--- src/hdl/trace_config.svh ---
// Trace unit configuration
`ifndef TRACE_CONFIG_SVH
`define TRACE_CONFIG_SVH

// ---------------------------------------------------------------------------
// sizes
// ---------------------------------------------------------------------------
`define TRACE_WIDTH      32  // sample and output word width, >= counter width.
`define TRACE_FIFO_DEPTH 8   // fifo entries, power of two.
`define TRACE_CNT_WIDTH  16  // overflow loss counter width.

`endif

--- src/hdl/trace_pkg.sv ---
// Trace unit types
package trace_pkg;

  // -------------------------------------------------------------------------
  // control state machine
  // -------------------------------------------------------------------------
  typedef enum logic [1:0] {
    ST_IDLE  = 2'd0,  // tracing off, pipeline empty.
    ST_RUN   = 2'd1,  // samples accepted.
    ST_DRAIN = 2'd2   // disabled, flushing what is left.
  } trace_state_e;

  // -------------------------------------------------------------------------
  // output packet kind
  // -------------------------------------------------------------------------
  typedef enum logic {
    PKT_SAMPLE   = 1'b0,  // raw trace sample.
    PKT_OVERFLOW = 1'b1   // count of lost samples.
  } trace_kind_e;

endpackage

--- src/hdl/trace_ctrl.sv ---
// Trace enable and drain control
`timescale 1ns/100ps

module trace_ctrl (
  input  logic clk,
  input  logic arst_n,
  input  logic enable,        // level from software.
  input  logic sample_valid,  // raw strobe from the source.
  input  logic fifo_empty,
  input  logic ov_pending,    // sampler still holds an overflow record.
  input  logic out_valid,     // packetizer output register occupied.
  output logic gated_valid,
  output logic busy
);

  // -------------------------------------------------------------------------
  // state
  // -------------------------------------------------------------------------
  trace_pkg::trace_state_e state;       // current state.
  trace_pkg::trace_state_e state_nxt;   // next state.
  logic                    enable_q;    // registered enable.
  logic                    drained;     // nothing left anywhere.

  assign drained = fifo_empty & ~ov_pending & ~out_valid;

  always_ff @(posedge clk or negedge arst_n) begin
    if (!arst_n) begin
      enable_q <= 1'b0;
      state    <= trace_pkg::ST_IDLE;
    end else begin
      enable_q <= enable;
      state    <= state_nxt;
    end
  end

  always_comb begin
    state_nxt = state;  // hold by default.
    case (state)
      trace_pkg::ST_IDLE: begin
        if (enable_q) state_nxt = trace_pkg::ST_RUN;
      end
      trace_pkg::ST_RUN: begin
        if (!enable_q) state_nxt = trace_pkg::ST_DRAIN;
      end
      trace_pkg::ST_DRAIN: begin
        // wait for the whole pipe to empty before going idle
        if (drained) state_nxt = trace_pkg::ST_IDLE;
      end
      default: state_nxt = trace_pkg::ST_IDLE;
    endcase
  end

  // -------------------------------------------------------------------------
  // outputs
  // -------------------------------------------------------------------------
  assign gated_valid = sample_valid & (state == trace_pkg::ST_RUN);  // run only.
  assign busy        = (state != trace_pkg::ST_IDLE);                // till idle.

endmodule

--- src/hdl/trace_sample.sv ---
// Trace sampler with loss counting
`timescale 1ns/100ps
`include "trace_config.svh"

module trace_sample #(
  parameter int WIDTH = `TRACE_WIDTH
) (
  input  logic             clk,
  input  logic             arst_n,
  input  logic [WIDTH-1:0] sample_data,
  input  logic             sample_valid,
  output logic [WIDTH-1:0] fifo_data,
  output logic             fifo_overflow,
  output logic             fifo_valid,
  input  logic             fifo_ready
);

  localparam int CW = `TRACE_CNT_WIDTH;  // loss counter width.

  // -------------------------------------------------------------------------
  // loss counter
  // -------------------------------------------------------------------------
  logic [CW-1:0] ov_counter;    // samples lost since last record.
  logic          passthrough;   // no pending loss.
  logic          ov_increment;  // sample dropped this cycle.
  logic          ov_saturate;   // counter at its ceiling.
  logic          ov_complete;   // record accepted, nothing new.
  logic          ov_again;      // record accepted, sample lost meanwhile.

  assign passthrough  = (ov_counter == '0);
  assign ov_increment = sample_valid & ~fifo_ready;
  assign ov_saturate  = &ov_counter;
  assign ov_complete  = fifo_overflow & fifo_ready & ~sample_valid;
  assign ov_again     = fifo_overflow & fifo_ready & sample_valid;

  always_ff @(posedge clk or negedge arst_n) begin
    if (!arst_n) begin
      ov_counter <= '0;
    end else if (ov_complete) begin
      ov_counter <= '0;                 // back to passthrough.
    end else if (ov_again) begin
      ov_counter <= CW'(1);             // the new sample is the first loss.
    end else if (ov_increment && !ov_saturate) begin
      ov_counter <= ov_counter + 1'b1;  // sticks at all ones.
    end
  end

  // -------------------------------------------------------------------------
  // fifo side
  // -------------------------------------------------------------------------
  assign fifo_data[CW-1:0] = passthrough ? sample_data[CW-1:0] : ov_counter;

  generate
    if (WIDTH > CW) begin : g_upper
      assign fifo_data[WIDTH-1:CW] = sample_data[WIDTH-1:CW];  // junk on overflow.
    end
  endgenerate

  assign fifo_overflow = ~passthrough;
  assign fifo_valid    = passthrough ? sample_valid : 1'b1;  // record held till taken.

endmodule

--- src/hdl/trace_fifo.sv ---
// Synchronous trace FIFO
`timescale 1ns/100ps

module trace_fifo #(
  parameter int WIDTH = 33,
  parameter int DEPTH = 8
) (
  input  logic             clk,
  input  logic             arst_n,
  input  logic [WIDTH-1:0] wr_data,
  input  logic             wr_en,
  output logic             full,
  output logic [WIDTH-1:0] rd_data,
  input  logic             rd_en,
  output logic             empty
);

  localparam int AW = $clog2(DEPTH);  // index bits, depth is a power of two.

  // -------------------------------------------------------------------------
  // storage and pointers
  // -------------------------------------------------------------------------
  logic [WIDTH-1:0] mem [DEPTH];  // entry array.
  logic [AW:0]      wr_ptr;       // msb is the wrap bit.
  logic [AW:0]      rd_ptr;
  logic             do_wr;        // qualified write.
  logic             do_rd;        // qualified read.

  assign do_wr = wr_en & ~full;
  assign do_rd = rd_en & ~empty;

  // same index, different lap means full
  assign full  = (wr_ptr[AW] != rd_ptr[AW]) &&
                 (wr_ptr[AW-1:0] == rd_ptr[AW-1:0]);
  assign empty = (wr_ptr == rd_ptr);

  always_ff @(posedge clk or negedge arst_n) begin
    if (!arst_n) begin
      wr_ptr <= '0;
      rd_ptr <= '0;
    end else begin
      if (do_wr) begin
        wr_ptr <= wr_ptr + 1'b1;  // wraps naturally.
      end
      if (do_rd) begin
        rd_ptr <= rd_ptr + 1'b1;
      end
    end
  end

  always_ff @(posedge clk) begin
    if (do_wr) begin
      mem[wr_ptr[AW-1:0]] <= wr_data;  // no reset on the array.
    end
  end

  // -------------------------------------------------------------------------
  // read port
  // -------------------------------------------------------------------------
  // head entry is always presented; pop just advances the pointer
  assign rd_data = mem[rd_ptr[AW-1:0]];

endmodule

--- src/hdl/trace_packetizer.sv ---
// Trace packetizer and output register
`timescale 1ns/100ps
`include "trace_config.svh"

module trace_packetizer (
  input  logic                      clk,
  input  logic                      arst_n,
  input  logic [`TRACE_WIDTH:0]     fifo_data,   // {overflow flag, word}.
  input  logic                      fifo_empty,
  output logic                      fifo_pop,
  output logic [`TRACE_WIDTH-1:0]   out_data,
  output trace_pkg::trace_kind_e    out_kind,
  output logic                      out_valid,
  input  logic                      out_ready
);

  localparam int W  = `TRACE_WIDTH;
  localparam int CW = `TRACE_CNT_WIDTH;

  // keeps only the count field of an overflow word
  localparam logic [W-1:0] CNT_MASK = {W{1'b1}} >> (W - CW);

  // -------------------------------------------------------------------------
  // entry decode
  // -------------------------------------------------------------------------
  logic         is_ov;     // entry is an overflow record.
  logic [W-1:0] entry;     // raw word from the fifo.
  logic         reg_free;  // output register can take a new word.

  assign is_ov    = fifo_data[W];
  assign entry    = fifo_data[W-1:0];
  assign reg_free = ~out_valid | out_ready;
  assign fifo_pop = reg_free & ~fifo_empty;

  // -------------------------------------------------------------------------
  // output register
  // -------------------------------------------------------------------------
  always_ff @(posedge clk or negedge arst_n) begin
    if (!arst_n) begin
      out_valid <= 1'b0;
    end else if (fifo_pop) begin
      out_valid <= 1'b1;          // new word loaded.
    end else if (out_ready) begin
      out_valid <= 1'b0;          // taken, nothing behind it.
    end
  end

  always_ff @(posedge clk) begin
    if (fifo_pop) begin
      if (is_ov) begin
        out_kind <= trace_pkg::PKT_OVERFLOW;
        out_data <= entry & CNT_MASK;  // drop stale sample bits.
      end else begin
        out_kind <= trace_pkg::PKT_SAMPLE;
        out_data <= entry;
      end
    end
  end

endmodule

--- src/hdl/trace_unit.sv ---
// Trace unit top level
`timescale 1ns/100ps
`include "trace_config.svh"

module trace_unit (
  input  logic                    clk,
  input  logic                    arst_n,
  input  logic                    enable,
  input  logic [`TRACE_WIDTH-1:0] sample_data,
  input  logic                    sample_valid,
  output logic [`TRACE_WIDTH-1:0] out_data,
  output trace_pkg::trace_kind_e  out_kind,
  output logic                    out_valid,
  input  logic                    out_ready,
  output logic                    busy
);

  // -------------------------------------------------------------------------
  // internal nets
  // -------------------------------------------------------------------------
  logic                    gated_valid;    // strobe while running.
  logic [`TRACE_WIDTH-1:0] fifo_data;      // sampler word.
  logic                    fifo_overflow;  // sampler word is a record.
  logic                    fifo_valid;
  logic                    fifo_ready;
  logic                    fifo_wr;        // write handshake.
  logic                    fifo_full;
  logic                    fifo_empty;
  logic                    fifo_pop;
  logic [`TRACE_WIDTH:0]   fifo_rd_data;   // flag travels with the word.

  assign fifo_ready = ~fifo_full;
  assign fifo_wr    = fifo_valid & fifo_ready;

  // -------------------------------------------------------------------------
  // instances
  // -------------------------------------------------------------------------
  trace_ctrl u_ctrl (
    .clk          (clk),
    .arst_n       (arst_n),
    .enable       (enable),
    .sample_valid (sample_valid),
    .fifo_empty   (fifo_empty),
    .ov_pending   (fifo_overflow),  // record not yet written.
    .out_valid    (out_valid),
    .gated_valid  (gated_valid),
    .busy         (busy)
  );

  trace_sample #(
    .WIDTH (`TRACE_WIDTH)
  ) u_sample (
    .clk           (clk),
    .arst_n        (arst_n),
    .sample_data   (sample_data),
    .sample_valid  (gated_valid),
    .fifo_data     (fifo_data),
    .fifo_overflow (fifo_overflow),
    .fifo_valid    (fifo_valid),
    .fifo_ready    (fifo_ready)
  );

  trace_fifo #(
    .WIDTH (`TRACE_WIDTH + 1),
    .DEPTH (`TRACE_FIFO_DEPTH)
  ) u_fifo (
    .clk     (clk),
    .arst_n  (arst_n),
    .wr_data ({fifo_overflow, fifo_data}),
    .wr_en   (fifo_wr),
    .full    (fifo_full),
    .rd_data (fifo_rd_data),
    .rd_en   (fifo_pop),
    .empty   (fifo_empty)
  );

  trace_packetizer u_pkt (
    .clk        (clk),
    .arst_n     (arst_n),
    .fifo_data  (fifo_rd_data),
    .fifo_empty (fifo_empty),
    .fifo_pop   (fifo_pop),
    .out_data   (out_data),
    .out_kind   (out_kind),
    .out_valid  (out_valid),
    .out_ready  (out_ready)
  );

endmodule

--- config.mk ---
export PLATFORM = sky130hd
export DESIGN_NAME = trace_unit
export DESIGN_NICKNAME = d
export VERILOG_FILES = /design/src/hdl/trace_pkg.sv /design/src/hdl/trace_ctrl.sv /design/src/hdl/trace_sample.sv /design/src/hdl/trace_fifo.sv /design/src/hdl/trace_packetizer.sv /design/src/hdl/trace_unit.sv
export VERILOG_INCLUDE_DIRS = /design/src /design/src/hdl
export SDC_FILE = /design/constraint.sdc
export NUM_CORES = 1
export LEC_CHECK = 0
export ABC_AREA = 1
export BUFFER_PORTS_ARGS = -buffer_cell sky130_fd_sc_hd__buf_2
export CAP_MARGIN = 10
export CORE_AREA = 2 2 214 216
export DETAILED_ROUTE_END_ITERATION = 16
export DIE_AREA = 0 0 216 218
export GPL_TIMING_DRIVEN = 1
export SKIP_LAST_GASP = 1
export SLEW_MARGIN = 20
export SYNTH_ARGS = -nofsm -noshare
export SYNTH_HDL_FRONTEND = slang
export SYNTH_SLANG_ARGS = --single-unit
--- constraint.sdc ---
create_clock -name clk -period 3.05 [get_ports clk]
set_input_delay 0.305 -clock clk [delete_from_list [all_inputs] [get_ports clk]]
set_output_delay 0.305 -clock clk [all_outputs]
set_load 0.01 [all_outputs]
==> impl_metrics.csv, run 1 <==
group,metric,value,unit
yosys,netlist_area,13280,µm²
cts,cts.sinks,325,
die,die_area,47090,µm²
setup_path,path_class,"flip-flop to flip-flop",
routing,drtPass1Iterations,6,
routing,totalWireLength,31650,µm
setup_path,crit_buf_inv,3,
die,start_util,0.2957,
setup_path,crit_top_cell,"nand2_1",
min_path,holdPathEnd,"u_pkt.out_valid",
die,die_h,218,µm
job,drv_cap,0,
cts,cts.clk_slew.worst_paths,0.06,ns
status,status,"complete, no violations",
die,io-pin-count,72,
timing,max_freq,0.3802,GHz
timing,period_needed,2.630,ns
yosys,syn_inst,1126,
routing,num_vias,8687,
routing,antenna_left,0,
cts,post_cts_resized,0,
placement,dp_hpwl,17910,µm
setup_path,max_stage_delay,0.78,ns
setup_path,critPathSlowestCell,"nor2_4",
min_path,hold_depth,4,
placement,place_inst,1769,
setup_path,timing.reg2reg.setup_slack,0.42,ns
setup_path,start_kind,"flip-flop",
cts,holdBufCountCts,2,
routing,via_per_inst,4.747,
timing,clock_skew,0.01986,ns
setup_path,crit_family,"simple AND/OR/NAND/NOR gates",
setup_path,end_kind,"flip-flop",
cells_and_area,layoutNonFillerInstCount,1830,
yosys,synth_seq_cells,325,
timing,maxSlewHeadroom,0.3205,
timing,finalCritPeriodShare,0.8623,
cts,cts_root_buf,"clkbuf_16",
cells_and_area,drive_gt1_frac,0.1440,
yosys,ys_warn_count,0,
placement,io_buffers,71,
setup_path,crit_chain,"inv_1 > nand2_1 > nand2_1 > nor2_4 > nand2_1 > o21ai_2 > inv_2 > nand2_1 > nor2_4 > buf_4",
routing,drt_iter0_drc,669,
die,fp.dieW,216,µm
setup_path,ff2ff_path_depth,10,
placement,place.gp.congestion,0.8111,
timing,hold_viol,0,
global_route,track_usage,0.1340,
timing,tightest_slew,1.017,ns
cells_and_area,layout_commonest_cell,"edfxtp_1",
cells_and_area,syn2layout_area_growth,16.21,%
global_route,grt_pass1_vias,8639,
placement,dp_slack,0.3692,ns
min_path,hp-start,"out_ready",
timing,drv_slew,0,
setup_path,timing.rr.end,"u_fifo.mem[4][1]",
cts,ctsLongestPathBuffers,3,
setup_path,critPathMaxFanout,27,
timing,setup_slack,0.4201,ns
routing,wl_per_cell,17.29,µm
cts,cts.htree.levels,2,
setup_path,crit_arrival,2.85,ns
timing,rsz0062_at_grt,"false",
cts,cts_buffers,34,
cells_and_area,fill_cells,4448,
global_route,antenna_found_initial,1,
routing,drc_errors,0,
yosys,synth_nets,1167,
setup_path,crit_required,3.27,ns
cells_and_area,layout_common_cells,"edfxtp_1, nand2_1, nor2_1",
pwr,p_per_area,979.2,nW/µm²
global_route,grt.overflow.total,0,
yosys,synth_cell_types,28,
global_route,grt_max_degree,86,
cts,cts_tree,"built",
yosys,syn_area_per_cell,11.79,µm²
cts,clk_latency,0.52,ns
cells_and_area,final_nets,1248,
pwr,irDropWorstVdd,0.0005908,V
setup_path,r2r-start,"u_fifo.wr_ptr[1]",
die,num_rows,78,
pwr,p_total,0.01511,W
timing,setup_viol,0,
global_route,grt_pass1_wl,49240,µm
cts,cts_setup_buffers,0,
pwr,leakage,5.728,nW
min_path,hold_class,"input pin to flip-flop",
yosys,yosysSeqAreaShare,0.7245,
die,core_area,44890,µm²
## state kept, by name (all words and copies together), names as in the netlist
name	flops
u_pkt.out_data	32
u_pkt.out_kind	1
u_fifo.mem	264
u_ctrl.enable_q	1
u_ctrl.state	2
u_sample.ov_counter	16
u_fifo.wr_ptr	4
u_pkt.out_valid	1
u_fifo.rd_ptr	4
## where the power goes
group | internal (W) | switching [W]
logic | 0.00140 | 0.00358
clock network | 0.00218 | 0.00162
registers | 0.00607 | 0.000261
total | 0.00965 | 0.00546
## synth_stat cells, drive strengths merged
master	count	area, µm²
edfxtp	297	8919
nand2	234	885.9
nor2	172	708.2
o21ai	143	726.9
o22ai	65	406.6
inv	63	236.5
nand3	33	175.2
buf	28	161.4
clkbuf	28	105.1
dfrtp	28	700.7
nand4	16	100.1
nor3	5	25.02
xor2	5	43.79
ha	4	50.05
a21oi	2	10.01
a21boi	1	7.510
a31o	1	8.760
nor4	1	6.260
## tightest hold or removal path, cell delays in order
cell and delay (ns):
buf_2 0.08, nor2_1 0.03, inv_1 0.06, nand2_1 0.05
## cell type report
cell class,instances,area [µm²],share of cell area
Antenna cell,1,2.502,0.0001622
Clock buffer,43,905.9,0.05871
Clock inverter,15,95.09,0.006163
Inverter,63,237.7,0.01541
Multi-Input combinational cell,682,3214,0.2083
Sequential cell,325,9624,0.6238
Tap cell,600,750.7,0.04866
Timing Repair Buffer,101,598.1,0.03876
## metal layers
metal,part of all wire,vias to the layer above,wire (µm),track usage
li1,-,4124,-,-
met1,0.44,4296,14030,0.1778
met2,0.49,223,15420,0.2274
met5,0,-,0,0
met4,0.018,0,572,0.03904
met3,0.051,44,1628,0.02078
## worst max-delay path by stage
stage	cells past startpoint	end	start	slack [ns]
3_5_place_dp	10	u_fifo.mem[4][1]	u_fifo.wr_ptr[1]	0.37
3_3_place_gp	10	u_fifo.mem[4][4]	u_fifo.rd_ptr[1]	0.47
6_report	10	u_fifo.mem[4][1]	u_fifo.wr_ptr[1]	0.42
2_1_floorplan	9	u_fifo.mem[0][0]	u_sample.ov_counter[0]	-0.15
4_1_cts	10	u_fifo.mem[4][1]	u_fifo.wr_ptr[1]	0.36
5_1_grt	8	u_pkt.out_data[27]	u_fifo.rd_ptr[0]	0.21
## through the flow
step           hold WS (ns)    util  cell area [µm²]  TNS, ns
6_report            0.06566  0.3437            15430        0
5_1_grt             0.06731  0.3436            15430        0
4_1_cts             0.04635  0.3436            15430        0
3_5_place_dp         0.4006  0.3209            14410        0
3_3_place_gp         0.3812  0.3209            14410        0
2_1_floorplan      0.009409       -            13280   -19.53
## cell families (layout without fill, tap and decap cells)
family,count (synthesis),count (layout),share of synthesized area
xor gates and xnor gates,5,5,0.003298
buffers and inverters,119,222,0.03789
DFF,325,325,0.7245
other,0,1,0
AOI/OAI and AO/OA,212,212,0.08736
adders and majority gates,4,4,0.003770
and+or+nand+nor,461,461,0.1432
Note: power is estimated with default switching activity, not from simulation.
==> run 2, diff against run 1 <==
Settings changed: CTS_BUF_LIST set to sky130_fd_sc_hd__clkbuf_4 sky130_fd_sc_hd__clkbuf_8.
==> run 2 against run 1 <==
Effect of this change:
- clock skew grew 0.0056 ns
- die area is the same
- total power shrank 0.12%
- via count grew 1.6%
- critical path depth is the same
- non-clock buffer count grew 14
- global-route usage grew 0.081 points
- sequential share of layout area shrank 0.68 points
- largest cell class unchanged
- largest power group unchanged
==> impl_metrics.csv, run 2 (synthesis gave the netlist of run 1 again) <==
group,metric,value,unit
timing,rsz0062_at_grt,"false",
cells_and_area,final_nets,1278,
timing,setup_slack,0.3908,ns
setup_path,start_kind,"flip-flop",
cells_and_area,layout_commonest_cell,"edfxtp_1",
min_path,hold_class,"input pin to flip-flop",
pwr,irDropWorstVdd,0.0004881,V
die,num_rows,78,
min_path,hold_depth,1,
timing,tightest_slew,1.037,ns
routing,wl_per_cell,17.06,µm
global_route,use_met3,0.02148,
routing,drt_iter0_drc,730,
cells_and_area,multi_input_area,3214,µm²
min_path,hp-start,"sample_data[24]",
die,die_h,218,µm
setup_path,timing.reg2reg.setup_slack,0.39,ns
setup_path,r2r-start,"u_fifo.wr_ptr[1]",
global_route,grt_max_degree,86,
cts,cts.clk_slew.worst_paths,0.07,ns
setup_path,cp-startpoint,"u_fifo.wr_ptr[1]",
die,io-pin-count,72,
global_route,use_met2,0.2263,
setup_path,path_class,"flip-flop to flip-flop",
global_route,grt_pass1_vias,8807,
routing,drc_errors,0,
placement,placed_area,14410,µm²
min_path,holdPathEnd,"u_fifo.mem[4][24]",
cts,cts.sinks,325,
cells_and_area,final_util,0.3474,
cts,cts_tree,"built",
global_route,grt.overflow.total,0,
setup_path,crit_required,3.33,ns
die,die_area,47090,µm²
cells_and_area,final_cell_area,15600,µm²
status,status,"complete, no violations",
routing,via_per_inst,4.708,
global_route,grt_pass1_wl,49690,µm
timing,hold_viol,0,
cts,cts_root_buf,"clkbuf_8",
cts,clk_latency,0.59,ns
setup_path,timing.rr.end,"u_fifo.mem[4][26]",
cells_and_area,drive_gt1_frac,0.1697,
timing,setup_viol,0,
cells_and_area,seqCellArea,9624,µm²
cts,ctsLongestPathBuffers,3,
cts,cts_setup_buffers,0,
setup_path,critPathMaxFanout,27,
cts,cts_buffers,50,
timing,period_needed,2.659,ns
global_route,met1_usage,0.1793,
timing,hold_ws,0.03247,ns
pwr,p_per_area,967.4,nW/µm²
timing,max_freq,0.3761,GHz
setup_path,end_kind,"flip-flop",
setup_path,ff2ff_path_depth,10,
timing,drv_slew,0,
setup_path,crit_arrival,2.94,ns
cells_and_area,largest_register_ffs,264,
pwr,leakage,5.849,nW
routing,drtPass1Iterations,5,
placement,dp_hpwl,17910,µm
die,start_util,0.2957,
placement,io_buffers,71,
die,fp.dieW,216,µm
routing,antenna_left,0,
die,core_area,44890,µm²
job,drv_cap,0,
global_route,busiest_layer,"met2",
global_route,track_usage,0.1348,
timing,maxSlewHeadroom,0.3073,
global_route,antenna_found_initial,0,
cells_and_area,layout_common_cells,"edfxtp_1, nand2_1, nor2_1",
cells_and_area,syn2layout_area_growth,17.48,%
routing,totalWireLength,31980,µm
placement,dp_slack,0.3692,ns
placement,place.gp.congestion,0.8111,
timing,finalCritPeriodShare,0.8719,
timing,setup-tns-final,0,ns
cells_and_area,fill_cells,4401,
cts,cts.htree.levels,2,
timing,clock_skew,0.02548,ns
routing,num_vias,8823,
run 2: cell count changes in the layout (fill, tap and decap cells not counted), sizes merged:
cell / change
inv: +3
clkinv: +4
dlygate4sd3: +14
bufinv: +3
clkinvlp: -1
clkbuf: +21
run 2: layout make-up:
cell class,count,area share
antenna,1,0.0001604
tap,600,0.04813
clock inverter,24,0.01476
multi-input combinational,682,0.2061
clock buffer,64,0.05126
sequential,325,0.6170
timing repair buffer,115,0.04733
inverter,63,0.01524
run 2: metrics by stage:
step / power, W / instances
after floorplan: 0.009633 / 1126
after global placement: 0.01136 / 1769
after detailed placement: 0.01145 / 1769
after CTS: 0.01526 / 1873
after global routing: 0.01606 / 1873
final: 0.01509 / 1874
run 2: worst max-delay path, cell delays in order, from the launching register on:
cell     delay [ns]
dfrtp_1        0.44
inv_1          0.14
nand2_1        0.08
nand2_1        0.14
nor2_4         0.06
nand2_1        0.09
o21ai_2        0.07
inv_2          0.07
nand2_1        0.14
nor2_4         0.82
buf_4          0.31
run 2: power by group:
group	leakage [nW]	switching, W	internal (W)
clock	0.548	0.00169	0.00207
combinational	2.21	0.00359	0.00141
sequential	3.09	0.000262	0.00607
total	5.85	0.00554	0.00955
run 2: worst max-delay path by stage:
| stage | end | cells after the start |
|---|---|---|
| after floorplan | u_fifo.mem[0][0] | 9 |
| after global placement | u_fifo.mem[4][4] | 10 |
| after detailed placement | u_fifo.mem[4][1] | 10 |
| after CTS | u_fifo.mem[4][26] | 10 |
| after global routing | u_fifo.mem[4][26] | 10 |
| final | u_fifo.mem[4][26] | 10 |
run 2: what timing repair did:
item	4_1_cts	5_1_grt
hold buffers	16	0
hold endpoints to repair	127	0
resized for setup	0	0
run 2: routing by layer:
layer | wire length [µm] | vias up | share of wire
met1 | 14290 | 4342 | 0.45
met3 | 1505 | 43 | 0.047
met5 | 0 | - | 0
li1 | - | 4191 | -
met2 | 15600 | 247 | 0.49
met4 | 580 | 0 | 0.018
==> run 3, diff against run 2 <==
Clock period 3.05 ns to 2.6 ns, I/O delays scaled along.
==> run 3 against run 2 <==
Effect of this change:
- sequential share of layout area down 1.2 points
- fmax is 7.1% higher
- register-to-register slack worse by 0.27 ns
- critical path type unchanged
- highest routed layer unchanged
==> impl_metrics.csv, run 3 (synthesis gave the netlist of run 1 again) <==
group,metric,value,unit
cells_and_area,drive_gt1_frac,0.1896,
cells_and_area,final_cell_area,15910,µm²
cells_and_area,antennaDiodeCount,0,
cells_and_area,layout_commonest_cell,"edfxtp_1",
die,die_h,218,µm
cells_and_area,largest_register_ffs,264,
placement,placed_area,14660,µm²
cts,cts.sinks,325,
pwr,swShare,0.3681,
timing,max_freq,0.4028,GHz
routing,antenna_left,0,
placement,place.gp.congestion,0.8506,
routing,wl_per_cell,16.70,µm
cells_and_area,layout_common_cells,"edfxtp_1, nand2_1, nor2_1",
setup_path,r2r-start,"u_sample.ov_counter[1]",
timing,setup_viol,0,
global_route,met1_usage,0.1755,
setup_path,critPathMaxFanout,14,
routing,drt_iter0_drc,635,
cts,cts_buffers,50,
timing,period_needed,2.482,ns
cells_and_area,syn2layout_area_growth,19.81,%
routing,totalWireLength,31950,µm
global_route,use_met3,0.02385,
job,drv_cap,0,
global_route,use_met2,0.2229,
setup_path,ff2ff_path_depth,9,
placement,dp_hpwl,18130,µm
pwr,leakage,6.019,nW
routing,num_vias,8897,
timing,clock_skew,0.03848,ns
min_path,holdPathEnd,"u_fifo.mem[6][11]",
routing,drtPass1Iterations,5,
cts,cts_root_buf,"clkbuf_8",
pwr,p_total,0.01766,W
setup_path,start_kind,"flip-flop",
timing,finalCritPeriodShare,0.9547,
routing,drc_errors,0,
timing,hold_viol,0,
setup_path,cp-startpoint,"u_sample.ov_counter[1]",
setup_path,timing.reg2reg.setup_slack,0.12,ns
die,fp.dieW,216,µm
placement,place_inst,1795,
cells_and_area,final_nets,1316,
setup_path,crit_required,2.80,ns
cts,clk_latency,0.60,ns
timing,tightest_slew,1.020,ns
die,core_area,44890,µm²
global_route,track_usage,0.1339,
die,io-pin-count,72,
min_path,hold_depth,3,
global_route,grt_pass1_vias,8825,
cts,ctsLongestPathBuffers,3,
setup_path,end_kind,"flip-flop",
die,die_area,47090,µm²
timing,maxSlewHeadroom,0.3191,
placement,io_buffers,71,
cells_and_area,layoutNonFillerInstCount,1913,
setup_path,timing.rr.end,"u_fifo.mem[0][28]",
cts,cts.htree.levels,2,
global_route,grt_max_degree,86,
min_path,hp-start,"sample_data[11]",
timing,hold_ws,0.1669,ns
routing,via_per_inst,4.651,
cts,cts.clk_slew.worst_paths,0.07,ns
pwr,power_frac_clock,0.232,
setup_path,path_class,"flip-flop to flip-flop",
global_route,antenna_found_initial,0,
timing,rsz0062_at_grt,"true",
pwr,irDropWorstVdd,0.0005994,V
timing,drv_slew,0,
global_route,grt_pass1_wl,49340,µm
cts,cts_tree,"built",
pwr,comb_power_share,0.351,
global_route,busiest_layer,"met2",
pwr,seqPwrFrac,0.417,
pwr,intPower,0.01116,W
status,status,"complete, no violations",
setup_path,crit_arrival,2.68,ns
global_route,grt.overflow.total,0,
die,num_rows,78,
pwr,p_per_area,1110,nW/µm²
min_path,hold_class,"input pin to flip-flop",
die,start_util,0.2957,
pwr,p_switching,0.006499,W
-- run 3: changes by cell type in the layout (fill, tap and decap cells not counted) --
cell,before,now
inv_6,2,0
clkinvlp_4,0,2
clkinv_1,8,12
clkbuf_4,13,14
bufinv_16,4,1
buf_6,0,3
clkbuf_8,51,53
buf_12,1,7
inv_8,2,0
diode_2,1,0
nor2_2,1,3
buf_4,27,51
dlygate4sd3_1,16,19
-- run 3: area by class of cell --
cell class	count	area, µm²
Fill cell	4442	28990
Sequential cell	325	9624
Multi-Input combinational cell	684	3227
Timing Repair Buffer	151	1102
Clock buffer	67	834.6
Tap cell	600	750.7
Inverter	63	237.7
Clock inverter	23	130.1
-- run 3: power by group through the flow --
stage                     logic [W]  clock network, W  registers [W]
after global placement      0.00604                 0        0.00746
after floorplan             0.00373                 0        0.00759
final                       0.00619           0.00410        0.00736
after global routing        0.00689           0.00440        0.00744
after CTS                   0.00618           0.00419        0.00738
after detailed placement    0.00611                 0        0.00748
-- run 3: critical path: stages (launching register included) --
cell     delay [ns]
dfrtp_1        0.35
inv_1          0.06
ha_1           0.17
nand3_1        0.12
nor2_4         0.06
nand2_2        0.08
o21ai_2        0.07
inv_2          0.06
nand2_1        0.23
nor2_2         0.88
-- run 3: how the worst max path moves through the flow --
stage,to,slack [ns],depth (start not counted)
final,u_fifo.mem[0][28],0.12,9
after global routing,u_pkt.out_data[17],-0.04,9
after CTS,u_fifo.mem[6][6],-0.04,11
after detailed placement,u_fifo.mem[0][23],0.0007,10
after global placement,u_fifo.mem[0][23],0.05,10
after floorplan,u_fifo.mem[0][0],-0.11,9
-- run 3: metrics by stage --
| stage | setup WS (ns) | setup TNS [ns] | util |
|---|---|---|---|
| 3_5_place_dp | 0.0007137 | 0 | 0.3266 |
| 4_1_cts | -0.03935 | -0.4743 | 0.3526 |
| 6_report | 0.1177 | 0 | 0.3543 |
| 5_1_grt | -0.04431 | -0.3376 | 0.3543 |
| 2_1_floorplan | -0.1099 | -20.63 | - |
| 3_3_place_gp | 0.04558 | 0 | 0.3266 |
-- run 3: timing repair --
action,4_1_cts,5_1_grt
gates cloned,1,1
gates resized for setup,1,2
hold endpoints to repair,158,0
hold buffers,19,0
setup endpoints to repair,7,67
setup buffers,0,7
pin swaps,1,3
-- run 3: routing by layer --
layer / vias up / routed length, µm
li1: 4265 / -
met1: 4318 / 14310
met2: 259 / 15250
met3: 55 / 1623
met4: 0 / 763
met5: - / 0
